[src/logic/w5500_config.svh]
`ifndef W5500_CONFIG_SVH
`define W5500_CONFIG_SVH

// clk cycles per sck half period
`define W5500_SPI_HALF_DIV 2

`define W5500_TX_FIFO_DEPTH 128

// socket 0 tx memory, 2 KB
`define W5500_TX_MEM_SIZE 2048

`define W5500_INIT_ENTRIES 12

`endif

[src/logic/spi_frame_pkg.sv]
package spi_frame_pkg;

  // one W5500 frame: 16 bit address, control byte, data length
  typedef struct packed {
    logic [15:0] addr;
    logic [7:0]  ctrl;
    logic [10:0] len;   // data bytes, never zero
  } spi_frame_req_t;

  // one data byte finished
  typedef struct packed {
    logic       byte_done;
    logic       last;       // final data byte of the frame
    logic [7:0] rdata;
  } spi_frame_rsp_t;

endpackage

[src/logic/w5500_pkg.sv]
package w5500_pkg;

  // socket register offsets
  localparam logic [15:0] REG_SN_TX_WR = 16'h0024;
  localparam logic [15:0] REG_SN_CR    = 16'h0001;

  // control bytes, variable length mode
  localparam logic [7:0] CTRL_COMMON_WR = 8'h04;
  localparam logic [7:0] CTRL_SOCK_WR   = 8'h0C;
  localparam logic [7:0] CTRL_SOCK_RD   = 8'h08;
  localparam logic [7:0] CTRL_TXBUF_WR  = 8'h14;  // socket 0 tx buffer block

  localparam logic [7:0] CMD_SEND = 8'h20;

  // one configuration write, data[0] goes out first
  typedef struct packed {
    logic [15:0]     addr;
    logic [7:0]      ctrl;
    logic [2:0]      len;   // 1 to 6
    logic [0:5][7:0] data;
  } w5500_init_entry_t;

endpackage

[src/logic/spi_byte_master.sv]
`include "w5500_config.svh"

module spi_byte_master (
  input  logic       clk,
  input  logic       rstn,
  input  logic       start,
  input  logic [7:0] wbyte,
  output logic       done,
  output logic [7:0] rbyte,
  output logic       sck,
  output logic       mosi,
  input  logic       miso
);
  localparam int HALF_DIV = `W5500_SPI_HALF_DIV;

  logic       active;
  logic [7:0] half_cnt;
  logic [2:0] bit_cnt;
  logic [7:0] tx_sh;
  logic       half_end;

  assign half_end = active && (half_cnt == 8'(HALF_DIV - 1));
  assign mosi     = tx_sh[7];  // msb first

  always_ff @(posedge clk or negedge rstn) begin
    if (!rstn) begin
      active   <= 1'b0;
      half_cnt <= 8'd0;
      bit_cnt  <= 3'd0;
      sck      <= 1'b0;
      tx_sh    <= 8'd0;
      done     <= 1'b0;
    end else begin
      done <= 1'b0;
      if (start && !active) begin
        active   <= 1'b1;
        half_cnt <= 8'd0;
        bit_cnt  <= 3'd0;
        tx_sh    <= wbyte;  // first bit valid before first rise
      end else if (active) begin
        half_cnt <= half_end ? 8'd0 : half_cnt + 8'd1;
        if (half_end) begin
          sck <= ~sck;
          // falling edge, next bit out
          if (sck) begin
            tx_sh   <= {tx_sh[6:0], 1'b0};
            bit_cnt <= bit_cnt + 3'd1;
            if (bit_cnt == 3'd7) begin
              active <= 1'b0;
              done   <= 1'b1;
            end
          end
        end
      end
    end
  end

  always_ff @(posedge clk) begin
    if (half_end && !sck) rbyte <= {rbyte[6:0], miso};  // sample on rise
  end

endmodule

[src/logic/w5500_frame_engine.sv]
module w5500_frame_engine import spi_frame_pkg::*; (
  input  logic           clk,
  input  logic           rstn,
  input  spi_frame_req_t req,
  input  logic           req_valid,
  output logic           req_ready,
  input  logic [7:0]     wdata,
  output spi_frame_rsp_t rsp,
  output logic           cs,
  output logic           sck,
  output logic           mosi,
  input  logic           miso
);
  typedef enum logic [2:0] {S_IDLE, S_LOAD, S_XFER, S_NEXT, S_GAP} state_t;

  state_t         state;
  spi_frame_req_t frame;
  logic [1:0]     phase;    // 0 addr hi, 1 addr lo, 2 ctrl, 3 data
  logic [10:0]    remain;   // data bytes left incl. current
  logic [7:0]     wbuf;
  logic [7:0]     tx_byte;
  logic           bm_done;
  logic [7:0]     bm_rbyte;
  logic           data_done;

  assign req_ready = (state == S_IDLE);

  always_comb begin
    case (phase)
      2'd0:    tx_byte = frame.addr[15:8];
      2'd1:    tx_byte = frame.addr[7:0];
      2'd2:    tx_byte = frame.ctrl;
      default: tx_byte = wbuf;
    endcase
  end

  // header bytes are not reported
  assign data_done     = (state == S_XFER) && bm_done && (phase == 2'd3);
  assign rsp.byte_done = data_done;
  assign rsp.last      = data_done && (remain == 11'd1);
  assign rsp.rdata     = bm_rbyte;

  always_ff @(posedge clk or negedge rstn) begin
    if (!rstn) begin
      state  <= S_IDLE;
      cs     <= 1'b1;
      phase  <= 2'd0;
      remain <= 11'd0;
    end else begin
      case (state)
        S_IDLE: if (req_valid) begin
          cs     <= 1'b0;
          phase  <= 2'd0;
          remain <= req.len;
          state  <= S_LOAD;
        end
        S_LOAD: state <= S_XFER;
        S_XFER: if (bm_done) begin
          if (phase != 2'd3) begin
            phase <= phase + 2'd1;
            state <= S_LOAD;
          end else if (remain == 11'd1) begin
            cs    <= 1'b1;  // frame ends
            state <= S_GAP;
          end else begin
            remain <= remain - 11'd1;
            state  <= S_NEXT;  // owner updates wdata here
          end
        end
        S_NEXT: state <= S_LOAD;
        S_GAP:  state <= S_IDLE;  // keeps cs high two cycles
        default: state <= S_IDLE;
      endcase
    end
  end

  always_ff @(posedge clk) begin
    if (state == S_IDLE && req_valid) begin
      frame <= req;
      wbuf  <= wdata;
    end else if (state == S_NEXT) begin
      wbuf <= wdata;
    end
  end

  spi_byte_master u_byte (
    .clk   (clk),
    .rstn  (rstn),
    .start (state == S_LOAD),
    .wbyte (tx_byte),
    .done  (bm_done),
    .rbyte (bm_rbyte),
    .sck   (sck),
    .mosi  (mosi),
    .miso  (miso)
  );

endmodule

[src/logic/frame_arbiter.sv]
module frame_arbiter import spi_frame_pkg::*; (
  input  logic           clk,
  input  logic           rstn,
  input  spi_frame_req_t init_req,
  input  logic           init_req_valid,
  output logic           init_req_ready,
  input  logic [7:0]     init_wdata,
  output spi_frame_rsp_t init_rsp,
  input  spi_frame_req_t tx_req,
  input  logic           tx_req_valid,
  output logic           tx_req_ready,
  input  logic [7:0]     tx_wdata,
  output spi_frame_rsp_t tx_rsp,
  output spi_frame_req_t eng_req,
  output logic           eng_req_valid,
  input  logic           eng_req_ready,
  output logic [7:0]     eng_wdata,
  input  spi_frame_rsp_t eng_rsp
);
  logic locked;    // frame in flight
  logic owner_tx;
  logic sel_tx;

  // init has fixed priority while unlocked
  assign sel_tx = locked ? owner_tx : !init_req_valid;

  assign eng_req        = sel_tx ? tx_req : init_req;
  assign eng_wdata      = sel_tx ? tx_wdata : init_wdata;
  assign eng_req_valid  = !locked && (init_req_valid || tx_req_valid);
  assign init_req_ready = !locked && eng_req_ready && !sel_tx;
  assign tx_req_ready   = !locked && eng_req_ready && sel_tx;

  assign init_rsp = (locked && !owner_tx) ? eng_rsp : '0;
  assign tx_rsp   = (locked && owner_tx) ? eng_rsp : '0;

  always_ff @(posedge clk or negedge rstn) begin
    if (!rstn) begin
      locked   <= 1'b0;
      owner_tx <= 1'b0;
    end else if (eng_req_valid && eng_req_ready) begin
      locked   <= 1'b1;
      owner_tx <= sel_tx;
    end else if (eng_rsp.byte_done && eng_rsp.last) begin
      locked <= 1'b0;
    end
  end

endmodule

[src/logic/init_sequencer.sv]
`include "w5500_config.svh"

module init_sequencer import spi_frame_pkg::*, w5500_pkg::*; (
  input  logic           clk,
  input  logic           rstn,
  output spi_frame_req_t req,
  output logic           req_valid,
  input  logic           req_ready,
  output logic [7:0]     wdata,
  input  spi_frame_rsp_t rsp,
  output logic           init_done
);
  localparam int N  = `W5500_INIT_ENTRIES;
  localparam int IW = $clog2(N);

  localparam w5500_init_entry_t TABLE [N] = '{
    '{16'h0001, CTRL_COMMON_WR, 3'd4, 48'hc0a8_0101_0000},  // gateway 192.168.1.1
    '{16'h0005, CTRL_COMMON_WR, 3'd4, 48'hffff_ff00_0000},  // subnet mask
    '{16'h0009, CTRL_COMMON_WR, 3'd6, 48'h0c29_ab7c_0001},  // mac
    '{16'h000f, CTRL_COMMON_WR, 3'd4, 48'hc0a8_01c7_0000},  // local ip .199
    '{16'h001e, CTRL_SOCK_WR,   3'd1, 48'h0200_0000_0000},  // rx buf 2 KB
    '{16'h001f, CTRL_SOCK_WR,   3'd1, 48'h0200_0000_0000},  // tx buf 2 KB
    '{16'h0012, CTRL_SOCK_WR,   3'd2, 48'h05b4_0000_0000},  // mss 1460
    '{16'h0004, CTRL_SOCK_WR,   3'd2, 48'h1388_0000_0000},  // port 5000
    '{16'h0000, CTRL_SOCK_WR,   3'd1, 48'h0200_0000_0000},  // udp mode
    '{16'h0001, CTRL_SOCK_WR,   3'd1, 48'h0100_0000_0000},  // open
    '{16'h000c, CTRL_SOCK_WR,   3'd4, 48'hc0a8_01be_0000},  // dest ip .190
    '{16'h0010, CTRL_SOCK_WR,   3'd2, 48'h1770_0000_0000}   // dest port 6000
  };

  typedef enum logic [1:0] {S_START, S_REQ, S_WAIT, S_DONE} state_t;

  state_t        state;
  logic [IW-1:0] ent_idx;
  logic [2:0]    byte_idx;

  assign req.addr  = TABLE[ent_idx].addr;
  assign req.ctrl  = TABLE[ent_idx].ctrl;
  assign req.len   = 11'(TABLE[ent_idx].len);
  assign req_valid = (state == S_REQ);
  assign wdata     = TABLE[ent_idx].data[byte_idx];
  assign init_done = (state == S_DONE);

  always_ff @(posedge clk or negedge rstn) begin
    if (!rstn) begin
      state    <= S_START;
      ent_idx  <= '0;
      byte_idx <= 3'd0;
    end else begin
      case (state)
        S_START: state <= S_REQ;
        S_REQ:   if (req_ready) state <= S_WAIT;
        S_WAIT: if (rsp.byte_done) begin
          byte_idx <= byte_idx + 3'd1;
          if (rsp.last) begin
            byte_idx <= 3'd0;
            if (ent_idx == IW'(N - 1)) begin
              state <= S_DONE;
            end else begin
              ent_idx <= ent_idx + 1'b1;
              state   <= S_REQ;
            end
          end
        end
        default: state <= S_DONE;  // table written, stay here
      endcase
    end
  end

endmodule

[src/logic/tx_byte_fifo.sv]
`include "w5500_config.svh"

module tx_byte_fifo (
  input  logic       clk,
  input  logic       rstn,
  input  logic [7:0] push_data,
  input  logic       push,
  input  logic       pop,
  output logic [7:0] pop_data,
  output logic [7:0] count,
  output logic       full
);
  localparam int DEPTH = `W5500_TX_FIFO_DEPTH;
  localparam int AW    = $clog2(DEPTH);

  logic [7:0]    mem [DEPTH];
  logic [AW-1:0] wr_ptr;
  logic [AW-1:0] rd_ptr;
  logic          do_push;
  logic          do_pop;

  assign full     = (count == 8'(DEPTH));
  assign do_push  = push && !full;
  assign do_pop   = pop && (count != 8'd0);
  assign pop_data = mem[rd_ptr];  // head always visible

  always_ff @(posedge clk) begin
    if (do_push) mem[wr_ptr] <= push_data;
  end

  always_ff @(posedge clk or negedge rstn) begin
    if (!rstn) begin
      wr_ptr <= '0;
      rd_ptr <= '0;
      count  <= 8'd0;
    end else begin
      if (do_push) wr_ptr <= wr_ptr + 1'b1;  // wraps at depth
      if (do_pop) rd_ptr <= rd_ptr + 1'b1;
      count <= count + 8'(do_push) - 8'(do_pop);
    end
  end

endmodule

[src/logic/udp_tx_sequencer.sv]
`include "w5500_config.svh"

module udp_tx_sequencer import spi_frame_pkg::*, w5500_pkg::*; (
  input  logic           clk,
  input  logic           rstn,
  input  logic           tx_start,
  input  logic [7:0]     fifo_count,
  output logic           pop,
  input  logic [7:0]     pop_data,
  output spi_frame_req_t req,
  output logic           req_valid,
  input  logic           req_ready,
  output logic [7:0]     wdata,
  input  spi_frame_rsp_t rsp,
  output logic           busy_tx
);
  localparam int MEM_SIZE = `W5500_TX_MEM_SIZE;
  localparam int MEM_AW   = $clog2(MEM_SIZE);

  typedef enum logic [2:0] {ST_IDLE, ST_RD, ST_WR, ST_PTR, ST_CMD} state_t;

  state_t          state;
  logic            tx_start_q;
  logic            start_edge;
  logic            start_pend;  // edge seen during a packet
  logic [7:0]      left;        // bytes still to write
  logic [15:0]     ptr;         // Sn_TX_WR copy
  logic            bsel;        // low byte of pointer write
  logic [MEM_AW:0] space;       // room up to the 2 KB boundary
  logic [10:0]     frame_len;

  assign start_edge = tx_start && !tx_start_q;
  assign busy_tx    = (state != ST_IDLE);
  assign pop        = (state == ST_WR) && rsp.byte_done;

  assign space     = (MEM_AW + 1)'(MEM_SIZE) - (MEM_AW + 1)'(ptr[MEM_AW-1:0]);
  assign frame_len = (space < (MEM_AW + 1)'(left)) ? 11'(space) : 11'(left);

  always_comb begin
    req   = '{addr: REG_SN_TX_WR, ctrl: CTRL_SOCK_RD, len: 11'd2};
    wdata = 8'h00;
    case (state)
      ST_WR: begin
        req   = '{addr: 16'(ptr[MEM_AW-1:0]), ctrl: CTRL_TXBUF_WR, len: frame_len};
        wdata = pop_data;
      end
      ST_PTR: begin
        req   = '{addr: REG_SN_TX_WR, ctrl: CTRL_SOCK_WR, len: 11'd2};
        wdata = bsel ? ptr[7:0] : ptr[15:8];  // msb first
      end
      ST_CMD: begin
        req   = '{addr: REG_SN_CR, ctrl: CTRL_SOCK_WR, len: 11'd1};
        wdata = CMD_SEND;
      end
      default: ;
    endcase
  end

  always_ff @(posedge clk or negedge rstn) begin
    if (!rstn) begin
      state      <= ST_IDLE;
      req_valid  <= 1'b0;
      tx_start_q <= 1'b0;
      start_pend <= 1'b0;
      left       <= 8'd0;
      ptr        <= 16'd0;
      bsel       <= 1'b0;
    end else begin
      tx_start_q <= tx_start;
      if (req_valid && req_ready) req_valid <= 1'b0;
      if (start_edge && state != ST_IDLE) start_pend <= 1'b1;
      case (state)
        ST_IDLE: if (start_edge || start_pend) begin
          start_pend <= 1'b0;
          // empty buffer drops the request
          if (fifo_count != 8'd0) begin
            left      <= fifo_count;
            state     <= ST_RD;
            req_valid <= 1'b1;
          end
        end
        ST_RD: if (rsp.byte_done) begin
          ptr <= {ptr[7:0], rsp.rdata};
          if (rsp.last) begin
            state     <= ST_WR;
            req_valid <= 1'b1;
          end
        end
        ST_WR: if (rsp.byte_done) begin
          left <= left - 8'd1;
          ptr  <= ptr + 16'd1;
          if (rsp.last) begin
            // second frame after a 2 KB wrap
            state     <= (left == 8'd1) ? ST_PTR : ST_WR;
            req_valid <= 1'b1;
          end
        end
        ST_PTR: if (rsp.byte_done) begin
          bsel <= 1'b1;
          if (rsp.last) begin
            bsel      <= 1'b0;
            state     <= ST_CMD;
            req_valid <= 1'b1;
          end
        end
        ST_CMD: if (rsp.last) state <= ST_IDLE;
        default: state <= ST_IDLE;
      endcase
    end
  end

endmodule

[src/logic/w5500_udp_tx.sv]
module w5500_udp_tx import spi_frame_pkg::*; (
  input  logic       clk,
  input  logic       rstn,
  input  logic [7:0] tx_data,
  input  logic       tx_valid,
  output logic       tx_ready,
  input  logic       tx_start,
  output logic       busy,
  output logic       init_done,
  output logic       cs,
  output logic       sck,
  output logic       mosi,
  input  logic       miso
);
  spi_frame_req_t init_req, tx_req, eng_req;
  spi_frame_rsp_t init_rsp, tx_rsp, eng_rsp;
  logic           init_valid, init_ready;
  logic           seq_valid, seq_ready;
  logic           eng_valid, eng_ready;
  logic [7:0]     init_wdata, seq_wdata, eng_wdata;
  logic [7:0]     pop_data, fifo_count;
  logic           pop, full, busy_tx;

  // stream only accepted between packets
  assign tx_ready = init_done && !busy_tx && !full;
  assign busy     = !init_done || busy_tx;

  init_sequencer u_init (
    .clk(clk), .rstn(rstn),
    .req(init_req), .req_valid(init_valid), .req_ready(init_ready),
    .wdata(init_wdata), .rsp(init_rsp), .init_done(init_done)
  );

  tx_byte_fifo u_fifo (
    .clk(clk), .rstn(rstn),
    .push_data(tx_data), .push(tx_valid && tx_ready), .pop(pop),
    .pop_data(pop_data), .count(fifo_count), .full(full)
  );

  udp_tx_sequencer u_tx_seq (
    .clk(clk), .rstn(rstn), .tx_start(tx_start),
    .fifo_count(fifo_count), .pop(pop), .pop_data(pop_data),
    .req(tx_req), .req_valid(seq_valid), .req_ready(seq_ready),
    .wdata(seq_wdata), .rsp(tx_rsp), .busy_tx(busy_tx)
  );

  frame_arbiter u_arb (
    .clk(clk), .rstn(rstn),
    .init_req(init_req), .init_req_valid(init_valid), .init_req_ready(init_ready),
    .init_wdata(init_wdata), .init_rsp(init_rsp),
    .tx_req(tx_req), .tx_req_valid(seq_valid), .tx_req_ready(seq_ready),
    .tx_wdata(seq_wdata), .tx_rsp(tx_rsp),
    .eng_req(eng_req), .eng_req_valid(eng_valid), .eng_req_ready(eng_ready),
    .eng_wdata(eng_wdata), .eng_rsp(eng_rsp)
  );

  w5500_frame_engine u_engine (
    .clk(clk), .rstn(rstn),
    .req(eng_req), .req_valid(eng_valid), .req_ready(eng_ready),
    .wdata(eng_wdata), .rsp(eng_rsp),
    .cs(cs), .sck(sck), .mosi(mosi), .miso(miso)
  );

endmodule

[config.mk]
export PLATFORM = sky130hd
export DESIGN_NAME = w5500_udp_tx
export DESIGN_NICKNAME = d
export VERILOG_FILES = /design/src/logic/spi_frame_pkg.sv /design/src/logic/w5500_pkg.sv /design/src/logic/spi_byte_master.sv /design/src/logic/w5500_frame_engine.sv /design/src/logic/frame_arbiter.sv /design/src/logic/init_sequencer.sv /design/src/logic/tx_byte_fifo.sv /design/src/logic/udp_tx_sequencer.sv /design/src/logic/w5500_udp_tx.sv
export VERILOG_INCLUDE_DIRS = /design/src /design/src/logic
export SDC_FILE = /design/constraint.sdc
export NUM_CORES = 1
export LEC_CHECK = 0
export BUFFER_PORTS_ARGS = -buffer_cell sky130_fd_sc_hd__buf_4
export CAP_MARGIN = 20
export CELL_PAD_IN_SITES_DETAIL_PLACEMENT = 2
export CELL_PAD_IN_SITES_GLOBAL_PLACEMENT = 2
export CORE_ASPECT_RATIO = 0.5
export CORE_MARGIN = 4
export CORE_UTILIZATION = 44
export DETAILED_ROUTE_END_ITERATION = 8
export PLACE_DENSITY_LB_ADDON = 0.25
export SETUP_SLACK_MARGIN = 0.05
export SKIP_LAST_GASP = 1
export SYNTH_ARGS = -nofsm -noshare
export SYNTH_HDL_FRONTEND = slang
export SYNTH_SLANG_ARGS = --single-unit
[constraint.sdc]
create_clock -name clk -period 3.47 [get_ports clk]
set_clock_uncertainty 0.15 [all_clocks]
set_input_delay 0.347 -clock clk [delete_from_list [all_inputs] [get_ports clk]]
set_output_delay 0.347 -clock clk [all_outputs]
set_load 0.1 [all_outputs]
# After elaboration in Yosys (flattened, before gate mapping)
# Memory sizes are Yosys's and may differ from the RTL's.
# Cells that the tools add are included.
# Widths: inputs -> output; s select.
# classes
addsub,13
magnitude_cmp,3
eq_ne,38
mux,95
bitwise_logic,5
n_reduce_logical,64
# ops
cell,n
$mux 75,2
$mux 8,16
$pmux 30 s3,1
$mux 11,5
$mux 3,18
$pmux 8 s3,2
$mux 35,1
$mux 16,2
$pmux 16 s2,1
$mux 1,29
$ne 2x2->1 const B,14
$bmux 8 s3,1
$logic_and 1x1->1,23
$pmux 11 s2,1
$mux 10,2
$add 16x1->16 const B,1
$eq 8x1->1 const B,2
$pmux 8 s2,1
$reduce_bool 2->1,8
$pmux 3 s5,1
$add 7x1->7 const B,2
$mux 2,7
$eq 3x2->1 const B,4
$lt 12x8->1,1
38 further kinds,73
# word_totals
register_bits,143
mem_bits_rw,1024
mem_bits_ro,1200
inputBits,13
output_inout_bits,6
wordCells,249
mem_count,2
# mem_list
name,depth,width,read_ports,rd_clocked_by_memory_dff,wr,line_no,rtl
(no name shown),16,75,1,0,0,init_sequencer.sv:37,assign req.addr = TABLE[ent_idx].addr;
u_fifo.mem,128,8,1,0,1,tx_byte_fifo.sv:16,logic [7:0] mem [DEPTH];

# Longest topological paths before layout
# Gate-level depths: netlist of the first run.
# logic_depth
depth_word,10
ltp_mapped,15
ltp_nobuf,15

# Modules after synthesis
# Synthesis of the first run repeated with hierarchy kept, for this count alone.
# hier_totals
hier_cells,2911
hier_area_um2,49772.7
# by_module_without_submodules
module,n_inst,cells_per_inst,area_per_inst_um2,seq_area_each_um2
tx_byte_fifo,1,1997,40920.5,31300.0
udp_tx_sequencer,1,359,2821.5,775.7
w5500_frame_engine,1,189,2379.8,1387.6
init_sequencer,1,167,1343.8,225.2
spi_byte_master,1,110,1335.0,790.8
frame_arbiter,1,86,945.9,50.0
w5500_udp_tx,1,3,26.3,0.0

# Worst setup path before layout of the first run
# Ideal clock, no wire load.
# synth_timing
kind,flip-flop to output port
from,register u_init.state[1]
to,output tx_ready
t_arrival_ps,3657
required_ps,2973
setup_slack_ps,-684
stages_incl_launch_ff,5
path_buffers,0
path_cell_list,dfrtp_1 > nand2_1 > inv_1 > nand2_1 > a21oi_1
# synth_via
elab_chain_cells,3
# synth_lines
element,line_no,rtl
"start, declared",init_sequencer.sv:33,state_t state;
"start signal, assigned",init_sequencer.sv:46,state <= S_START;
"start signal, assigned",init_sequencer.sv:51,S_START: state <= S_REQ;
"start signal, assigned",init_sequencer.sv:52,S_REQ: if (req_ready) state <= S_WAIT;
$eq 2x2->1,init_sequencer.sv:42,assign init_done = (state == S_DONE);
named net init_done,w5500_udp_tx.sv:9,"output logic init_done,"
$logic_and 1x1->1 (2 in a row),w5500_udp_tx.sv:25,assign tx_ready = init_done && !busy_tx && !full;
"end, declared",w5500_udp_tx.sv:6,"output logic tx_ready,"
# The timed path passes the listed nets, and every way through them passes these cells.

# Final worst setup path of the first run
# layout_timing
from,register u_fifo.rd_ptr[0]
to,"register u_engine.wbuf[3], data pin"
# layout_via
elab_chain_cells,5
# layout_lines
element,line_no,rtl
"start, declared",tx_byte_fifo.sv:18,logic [AW-1:0] rd_ptr;
"start signal, assigned",tx_byte_fifo.sv:38,if (do_pop) rd_ptr <= rd_ptr + 1'b1;
$mem_v2 128x8 *,n/a,
$pmux 8 s3 *,udp_tx_sequencer.sv:42,case (state)
$mux 8 *,frame_arbiter.sv:28,assign eng_wdata = sel_tx ? tx_wdata : init_wdata;
named net eng_wdata[3],w5500_udp_tx.sv:20,"logic [7:0] init_wdata, seq_wdata, eng_wdata;"
$mux 8,w5500_frame_engine.sv:81,end else if (state == S_NEXT) begin
$mux 8 *,w5500_frame_engine.sv:78,if (state == S_IDLE && req_valid) begin
"end signal, assigned",w5500_frame_engine.sv:80,wbuf <= wdata;
"end signal, assigned",w5500_frame_engine.sv:82,wbuf <= wdata;
"end, declared",w5500_frame_engine.sv:20,logic [7:0] wbuf;
# Mark *: on every way through the listed nets, which the timed path passes. The rest lies on a longest branch. The select of a mux whose other input is x is not followed.
# A chain may end at the register's enable or synchronous reset.

==> run summary, run 1 <==
• 2,829 — synthesized net count
• 0 — leftover overflow at the end of global routing
• 104 — total CTS buffers
• 3.98 ns — Worst EP arrival
• 0.250 — fraction of layout cells with a size suffix above 1
• 3.64 ns — min cycle time layout
• 78 — count of different cell masters after synthesis
• 29.2 mW — post-route total power
• 0.0890 — proportion of register bits with asynchronous set or reset after synthesis
• 10 — number of antenna violations at the first check in global routing
• 0.172 — normalized max-slew margin
• 4,611 — number of standard cells in the layout, taps in and fillers out
• compound AO/OA/AOI/OAI gates — cell type group with the largest total delay on the critical path
• 3.81 ns — Required @ worst endpoint
• 4,391 — total placed cells including tap cells
• 3 — CTS H-tree depth
• 0.883 — routability congestion estimate
• 12,600 um^2 — area of the multi-input gates
• 275 MHz — maximum frequency from static timing analysis
• clkbuf_16 — clock tree root buffer cell
• primary input to flip-flop — Tightest Hold Check Type
• 0.721 — portion of the post-synthesis area used by sequential elements
• edfxtp_1 — cell type contributing the most total cell area after synthesis
• 441 uV — peak supply drop
• 2 — WP buf/inv
• -0.193 ns — Setup TNS
• tx_data[4] — launch instance of the worst min-delay path
• 1,054 — number of enable-type register cells in the synthesized netlist
• 17.1 um^2 — post-synthesis average cell area
• 106,000 um^2 — core area
• edfxtp_1 — flip-flop cell with the highest count after synthesis
• 0.448 — initial standard-cell utilization of the core
• 34,200 um^2 — register area
• or3b_2 — slowest stage cell on the critical path
• 84 — number of rows in the core area
• 0 — max-cap check violation count
• 0.332 — overall routing resource usage
• 129 — pin count of the biggest net entering global routing
• 0 — number of hold-slack violations in the final timing report
• 1.05 — final worst path period share
• 3,153 — Net count, final
• 1.24 ns — Slew @ Worst Pin
• 6.80 — ratio of routed vias to standard cells
• flip-flop — kind of start point of the critical path
• 0 — remaining design rule violation count
• 13 — crit-path max FO
• 40.9 um — average wire length per cell after detail routing
• 0.525 — share of the core filled with cells in the final layout
• 0.66 ns — peak per-stage delay on the critical path
• 18.2 nW — leakage power figure
• finished with violations — outcome
• edfxtp_1 — dominant cell by count in the synthesized netlist
• edfxtp_1, nor2_1, mux4_2 — Post-synth top cells
• 3 — Max clock buf depth
• flip-flop to flip-flop — classification of the worst setup path
• 189,000 um — Total Routed Length
• or3b_2 > buf_12 > o221ai_1 > a211oi_2 > a211oi_1 > buf_4 > nor3_1 > a211oi_1 — critical path, cell by cell
• 6 — router iterations before antenna repair
• 267,000 um — wire length of the first global-routing pass
• 524 nW/um^2 — pwr/cell area
• 240 um — Chip Height
• 1,157 — flop and latch count out of synthesis
• u_fifo.rd_ptr[0] — Worst R2R Start
• edfxtp_1, mux4_2, dfrtp_1 — leading post-synthesis cells by cell area
• flip-flop — CP endpoint kind
• u_fifo.rd_ptr[0] — CP startpoint
• 5,017 — Iteration-0 DRC Markers
• 0.79 ns — source-to-sink clock delay at the later pin of the worst-skew pair
• 31,300 — routed vias
• -0.168 ns — final critical-path setup slack
• 0.0273 ns — worst slack on hold paths
• 0.07 ns — Clock Pin Slew Worst Setup and Hold Paths
• 0 — residual antenna-violating net count after detailed routing
• 18 — Buffers on Ports
• 32,500 — vias in the first global route
• 19 — number of I/O pins
• 472 um — Die X
• done — TritonCTS clock tree
• negative setup slack — violated checks
• 0 — Max Slew Vio Count
• a211oi_1 — cell type with the highest occurrence count on the critical path
• true — RSZ-0062 raised after global routing
• 3 — # setup viols final
• 47,500 um^2 — Post-Syn Area
• 9,370 — number of fillers in the final layout
• 2,771 — Post-Syn Instances
• 1,157 — clock net sink count
• 113,000 um^2 — Die ar.
• 0 — number of warnings reported in the yosys synthesis log
• 0.667 — share of the synthesized area in the top cell type
• 17.4% — layout overhead on the synthesized area
• 112,000 um — total half-perimeter wirelength after legalization and detailed placement
[final timing paths]
| kind | depth (start not counted) | end | slack (ns) |
|---|---|---|---|
| setup / recovery | 8 | u_engine.wbuf[3] | -0.17 |
| hold / removal | 1 | u_fifo.mem[74][4] | 0.03 |
| setup reg to reg | 8 | u_engine.wbuf[3] | -0.17 |
| hold reg to reg | 2 | u_engine.cs | 0.32 |
| max in group asynchronous | 3 | u_engine.remain[1] | 2.17 |
| min in group asynchronous | 2 | u_engine.u_byte.bit_cnt[1] | 0.10 |
[placed cells by master, fill, tap and decap left out, types with 8 or more instances in the layout]
master and instances:
mux2_2 14, clkbuf_16 106, o211ai_1 11, a22oi_1 44
dfrtp_1 97, a21oi_1 78, nor2_1 211, mux2i_1 168
a21o_1 8, clkinv_2 23, o221ai_1 23, nand3_1 49
xnor2_1 21, buf_4 335, nand2b_1 12, and3_1 14
nor4_1 9, nor3_1 20, nor2b_1 19, clkinv_1 13
mux4_2 192, ha_1 41, xor2_1 16, nand2_1 118
a31oi_1 18, buf_12 28, nand4_1 12, a22o_1 18
edfxtp_1 1054, o21ai_0 71, clkbuf_1 22, inv_1 47
o22ai_1 54, bufinv_16 19, or3_1 10, a211oi_1 26
[registers in the layout (all words and copies together), names as in the netlist, 4 cells and up]
register / cells
u_fifo.mem: 1024
u_tx_seq.ptr: 16
u_engine.frame: 14
u_engine.remain: 11
u_engine.u_byte.half_cnt: 8
u_engine.u_byte.rbyte: 8
u_engine.u_byte.tx_sh: 8
u_engine.wbuf: 8
u_fifo.count: 8
u_tx_seq.left: 8
u_fifo.rd_ptr: 7
u_fifo.wr_ptr: 7
u_init.ent_idx: 4
[cell type report]
cell class                      instances  area share
Sequential cell                      1157       0.614
Multi-Input combinational cell       1415       0.227
Antenna cell                            6    0.000269
Timing Repair Buffer                  369      0.0572
Inverter                               48     0.00323
Clock buffer                          133      0.0501
Tap cell                             1419      0.0319
Clock inverter                         64      0.0159
[per-stage QoR]
stage               area (um^2)  worst slack (ns)
floorplan                 47500            0.0351
global placement          51700           -0.0607
detailed placement        51700            -0.153
CTS                       55500            -0.101
global route              55700           -0.0644
finish                    55700            -0.168
[metal layers]
layer,vias to the layer above,global-route usage,share of wire
li1,11700,-,-
met1,16900,0.436,0.38
met2,2232,0.545,0.48
met3,505,0.0777,0.098
met4,8,0.123,0.043
met5,-,0,0.00055
[where the power goes]
part / leakage [nW] / total, mW / internal (mW) / switching, mW
sequential: 10.7 / 15.3 / 15.2 / 0.0762
combinational: 5.67 / 0.646 / 0.150 / 0.495
clock: 1.80 / 13.3 / 7.17 / 6.08
total: 18.2 / 29.2 / 22.6 / 6.65
[logic make-up (layout without fill, tap and decap cells)]
logic type               count (synthesis)  in the layout  synth area share
AND/OR/NAND/NOR                        523            523            0.0505
flip-flops                            1157           1157             0.721
AO/OA/AOI/OAI                          433            433            0.0620
adder cells (fa/ha/maj)                 45             45            0.0120
multiplexers                           375            375             0.130
XOR/XNOR                                39             39           0.00720
buffers and inverters                  199            614            0.0170
other                                    0              6                 0
[timing repair]
item | in CTS | in global routing
gates resized for setup | 10 | 26
setup buffers | 6 | 7
endpoints found under the setup margin | 17 | 22
hold endpoints to repair | 50 | 0
hold buffers | 3 | 0
cloned | 0 | 1
pin swaps | 6 | 7
Note: power is estimated with default switching activity, not from simulation.
==> run 2, diff against run 1 <==
--- a/config.mk
+++ b/config.mk
@@ -12,7 +12,8 @@
 export CELL_PAD_IN_SITES_GLOBAL_PLACEMENT = 2
 export CORE_ASPECT_RATIO = 0.5
 export CORE_MARGIN = 4
-export CORE_UTILIZATION = 44
+export CORE_UTILIZATION = 45
+export CTS_BUF_LIST = sky130_fd_sc_hd__clkbuf_4 sky130_fd_sc_hd__clkbuf_8
 export DETAILED_ROUTE_END_ITERATION = 8
 export PLACE_DENSITY_LB_ADDON = 0.25
 export SETUP_SLACK_MARGIN = 0.05
==> constraint.sdc (replaced) <==
create_clock -name clk -period 3.47 [get_ports clk]
set_clock_uncertainty 0.15 [all_clocks]
set_input_delay 0.347 -clock clk [delete_from_list [all_inputs] [get_ports clk]]
set_output_delay 0.347 -clock clk [all_outputs]
set_load 0.01 [all_outputs]
==> run 2 against run 1 <==
The flow still finishes with violations (negative setup slack); sequential power about the same; sequential share of layout area increased by 0.23 points; hold slack improved by 0.0059 ns; clock power decreased by 8%; non-clock buffer count increased by 1; count of clock-buffer cells in the layout increased by 107; via count increased by 4.3%; register-to-register slack improved by 0.03 ns; cell area decreased by 0.38%; die area decreased by 2.2%.
==> run summary, run 2 (synthesis gave the netlist of run 1 again) <==
• 0.458 — initial standard-cell utilization of the core
• 32,700 — routed vias
• 7.21 mW — switching power
• 0.023 — part of the total power dissipated in combinational logic
• 4.14 ns — Worst EP arrival
• 165 — total CTS buffers
• 0 — remaining design rule violation count
• 0 — Max Slew Vio Count
• 92 — pin count of the biggest net entering global routing
• 0.280 — fraction of layout cells with a size suffix above 1
• 0.854 — routability congestion estimate
• 4.00 ns — Required @ worst endpoint
• 0.536 — share of the core filled with cells in the final layout
• true — RSZ-0062 raised after global routing
• 509 nW/um^2 — pwr/cell area
• u_fifo.mem — largest register by flop count
• 277 MHz — maximum frequency from static timing analysis
• 276,000 um — wire length of the first global-routing pass
• flip-flop to flip-flop — classification of the worst setup path
• 104,000 um^2 — core area
• flip-flop — kind of start point of the critical path
• 0 — number of hold-slack violations in the final timing report
• -0.525 ns — setup slack after placement
• 0.255 — Net Sw Frac
• 1,024 — max reg flops
• 11 — crit-path max FO
• 238 um — Chip Height
• edfxtp_1, buf_4, nor2_1 — most frequent cells in the layout
• 1,157 — clock net sink count
• primary input to flip-flop — Tightest Hold Check Type
• 7 — router iterations before antenna repair
• finished with violations — outcome
• done — TritonCTS clock tree
• 83 — number of rows in the core area
• 0.542 — share of total power in sequential cells
• 0 — residual antenna-violating net count after detailed routing
• 37 — # setup viols final
• 112,000 um — total half-perimeter wirelength after legalization and detailed placement
• 0.94 ns — source-to-sink clock delay at the later pin of the worst-skew pair
• 5,087 — Iteration-0 DRC Markers
• 21.1 mW — design internal power
• 1.27 ns — Slew @ Worst Pin
• 0 — leftover overflow at the end of global routing
• clkbuf_8 — clock tree root buffer cell
• 6.95 — ratio of routed vias to standard cells
• 4 — CTS H-tree depth
• 18.1 nW — leakage power figure
• -0.140 ns — final critical-path setup slack
• 9,120 — number of fillers in the final layout
• 0.435 — fraction of power consumed by the clock network
• 43.5 um — average wire length per cell after detail routing
• 0 — max-cap check violation count
• 0.09 ns — Clock Pin Slew Worst Setup and Hold Paths
• 418 uV — peak supply drop
• 3 — Max clock buf depth
• 0.155 — normalized max-slew margin
• 3,215 — Net count, final
• flip-flop — CP endpoint kind
• 1.04 — final worst path period share
• 111,000 um^2 — Die ar.
• 18 — Buffers on Ports
• 19 — number of I/O pins
• 17.0% — layout overhead on the synthesized area
• 12,800 um^2 — area of the multi-input gates
• 204,000 um — Total Routed Length
• 3.61 ns — min cycle time layout
• 0.353 — overall routing resource usage
• 11 — number of antenna violations at the first check in global routing
• 34,200 um^2 — register area
• negative setup slack — violated checks
• 467 um — Die X
• 33,500 — vias in the first global route
• edfxtp_1 — leading cell type in the layout, fill and taps excluded
• u_fifo.mem (1024), u_tx_seq.ptr (16), u_engine.frame (14) — registers with the most flip-flops
• 0.0332 ns — worst slack on hold paths
==> run 2: critical path, cell delays in order, from the launching register on <==
cell and delay [ns]:
dfrtp_2 0.59, buf_4 0.32, nor2_1 0.93, a22oi_1 0.19, o21ai_0 0.46, nor3_1 0.25, o31ai_2 0.42
==> run 2: path summary, 6_finish.rpt <==
check	start	to	slack (ns)	cells after the start
hold / removal	tx_data[7]	u_fifo.mem[9][7]	0.03	1
hold reg to reg	u_engine.u_byte.rbyte[1]	u_engine.u_byte.rbyte[2]	0.32	0
setup / recovery	u_fifo.rd_ptr[3]	u_engine.wbuf[5]	-0.14	6
setup reg to reg	u_fifo.rd_ptr[3]	u_engine.wbuf[5]	-0.14	6
min in group asynchronous	rstn	u_engine.cs	0.42	3
max in group asynchronous	rstn	u_fifo.rd_ptr[0]	2.34	4
==> run 2: layout make-up <==
cell class	instances	share of cell area
clock inverters	64	0.00744
diodes	6	0.000270
multi-input cells	1415	0.230
inverters	48	0.00325
repair buffers	370	0.0581
well taps	1402	0.0316
flip-flops and latches	1157	0.617
clock buffers	240	0.0521
==> run 2: routing by layer <==
layer | vias to the layer above | track usage | wire length, um | share of wire
met5 | - | 0 | 37 | 0.00018
met4 | 6 | 0.180 | 12500 | 0.061
met3 | 770 | 0.0855 | 22500 | 0.11
met2 | 2873 | 0.560 | 95800 | 0.47
met1 | 17100 | 0.457 | 73700 | 0.36
li1 | 11900 | - | - | -
==> run 2: stage by stage <==
stage | TNS (ns) | total power, mW | instance area, um^2 | std cells
final | -1.22 | 28.3 | 55500 | 4702
after detailed placement | -1.41 | 16.2 | 51500 | 4365
after CTS | -0.00260 | 27.9 | 55200 | 4690
after floorplan | 0 | 15.8 | 47500 | 2771
after global routing | -2.36 | 28.9 | 55500 | 4696
after global placement | -0.547 | 16.2 | 51500 | 4365
==> run 2: power by group through the flow <==
stage	sequential [mW]	combinational (mW)	clock [mW]
2_1_floorplan	15.6	0.220	0
3_3_place_gp	15.6	0.551	0
3_5_place_dp	15.6	0.609	0
4_1_cts	15.3	0.638	12.0
5_1_grt	15.3	0.703	12.9
6_report	15.3	0.661	12.3
==> run 2: what timing repair did <==
item | CTS | global route
gates resized for setup | 30 | 53
pin swaps | 3 | 12
hold buffers | 13 | 1
buffers inserted | 8 | 4
hold endpoints to repair | 403 | 86
endpoints found under the setup margin | 746 | 395
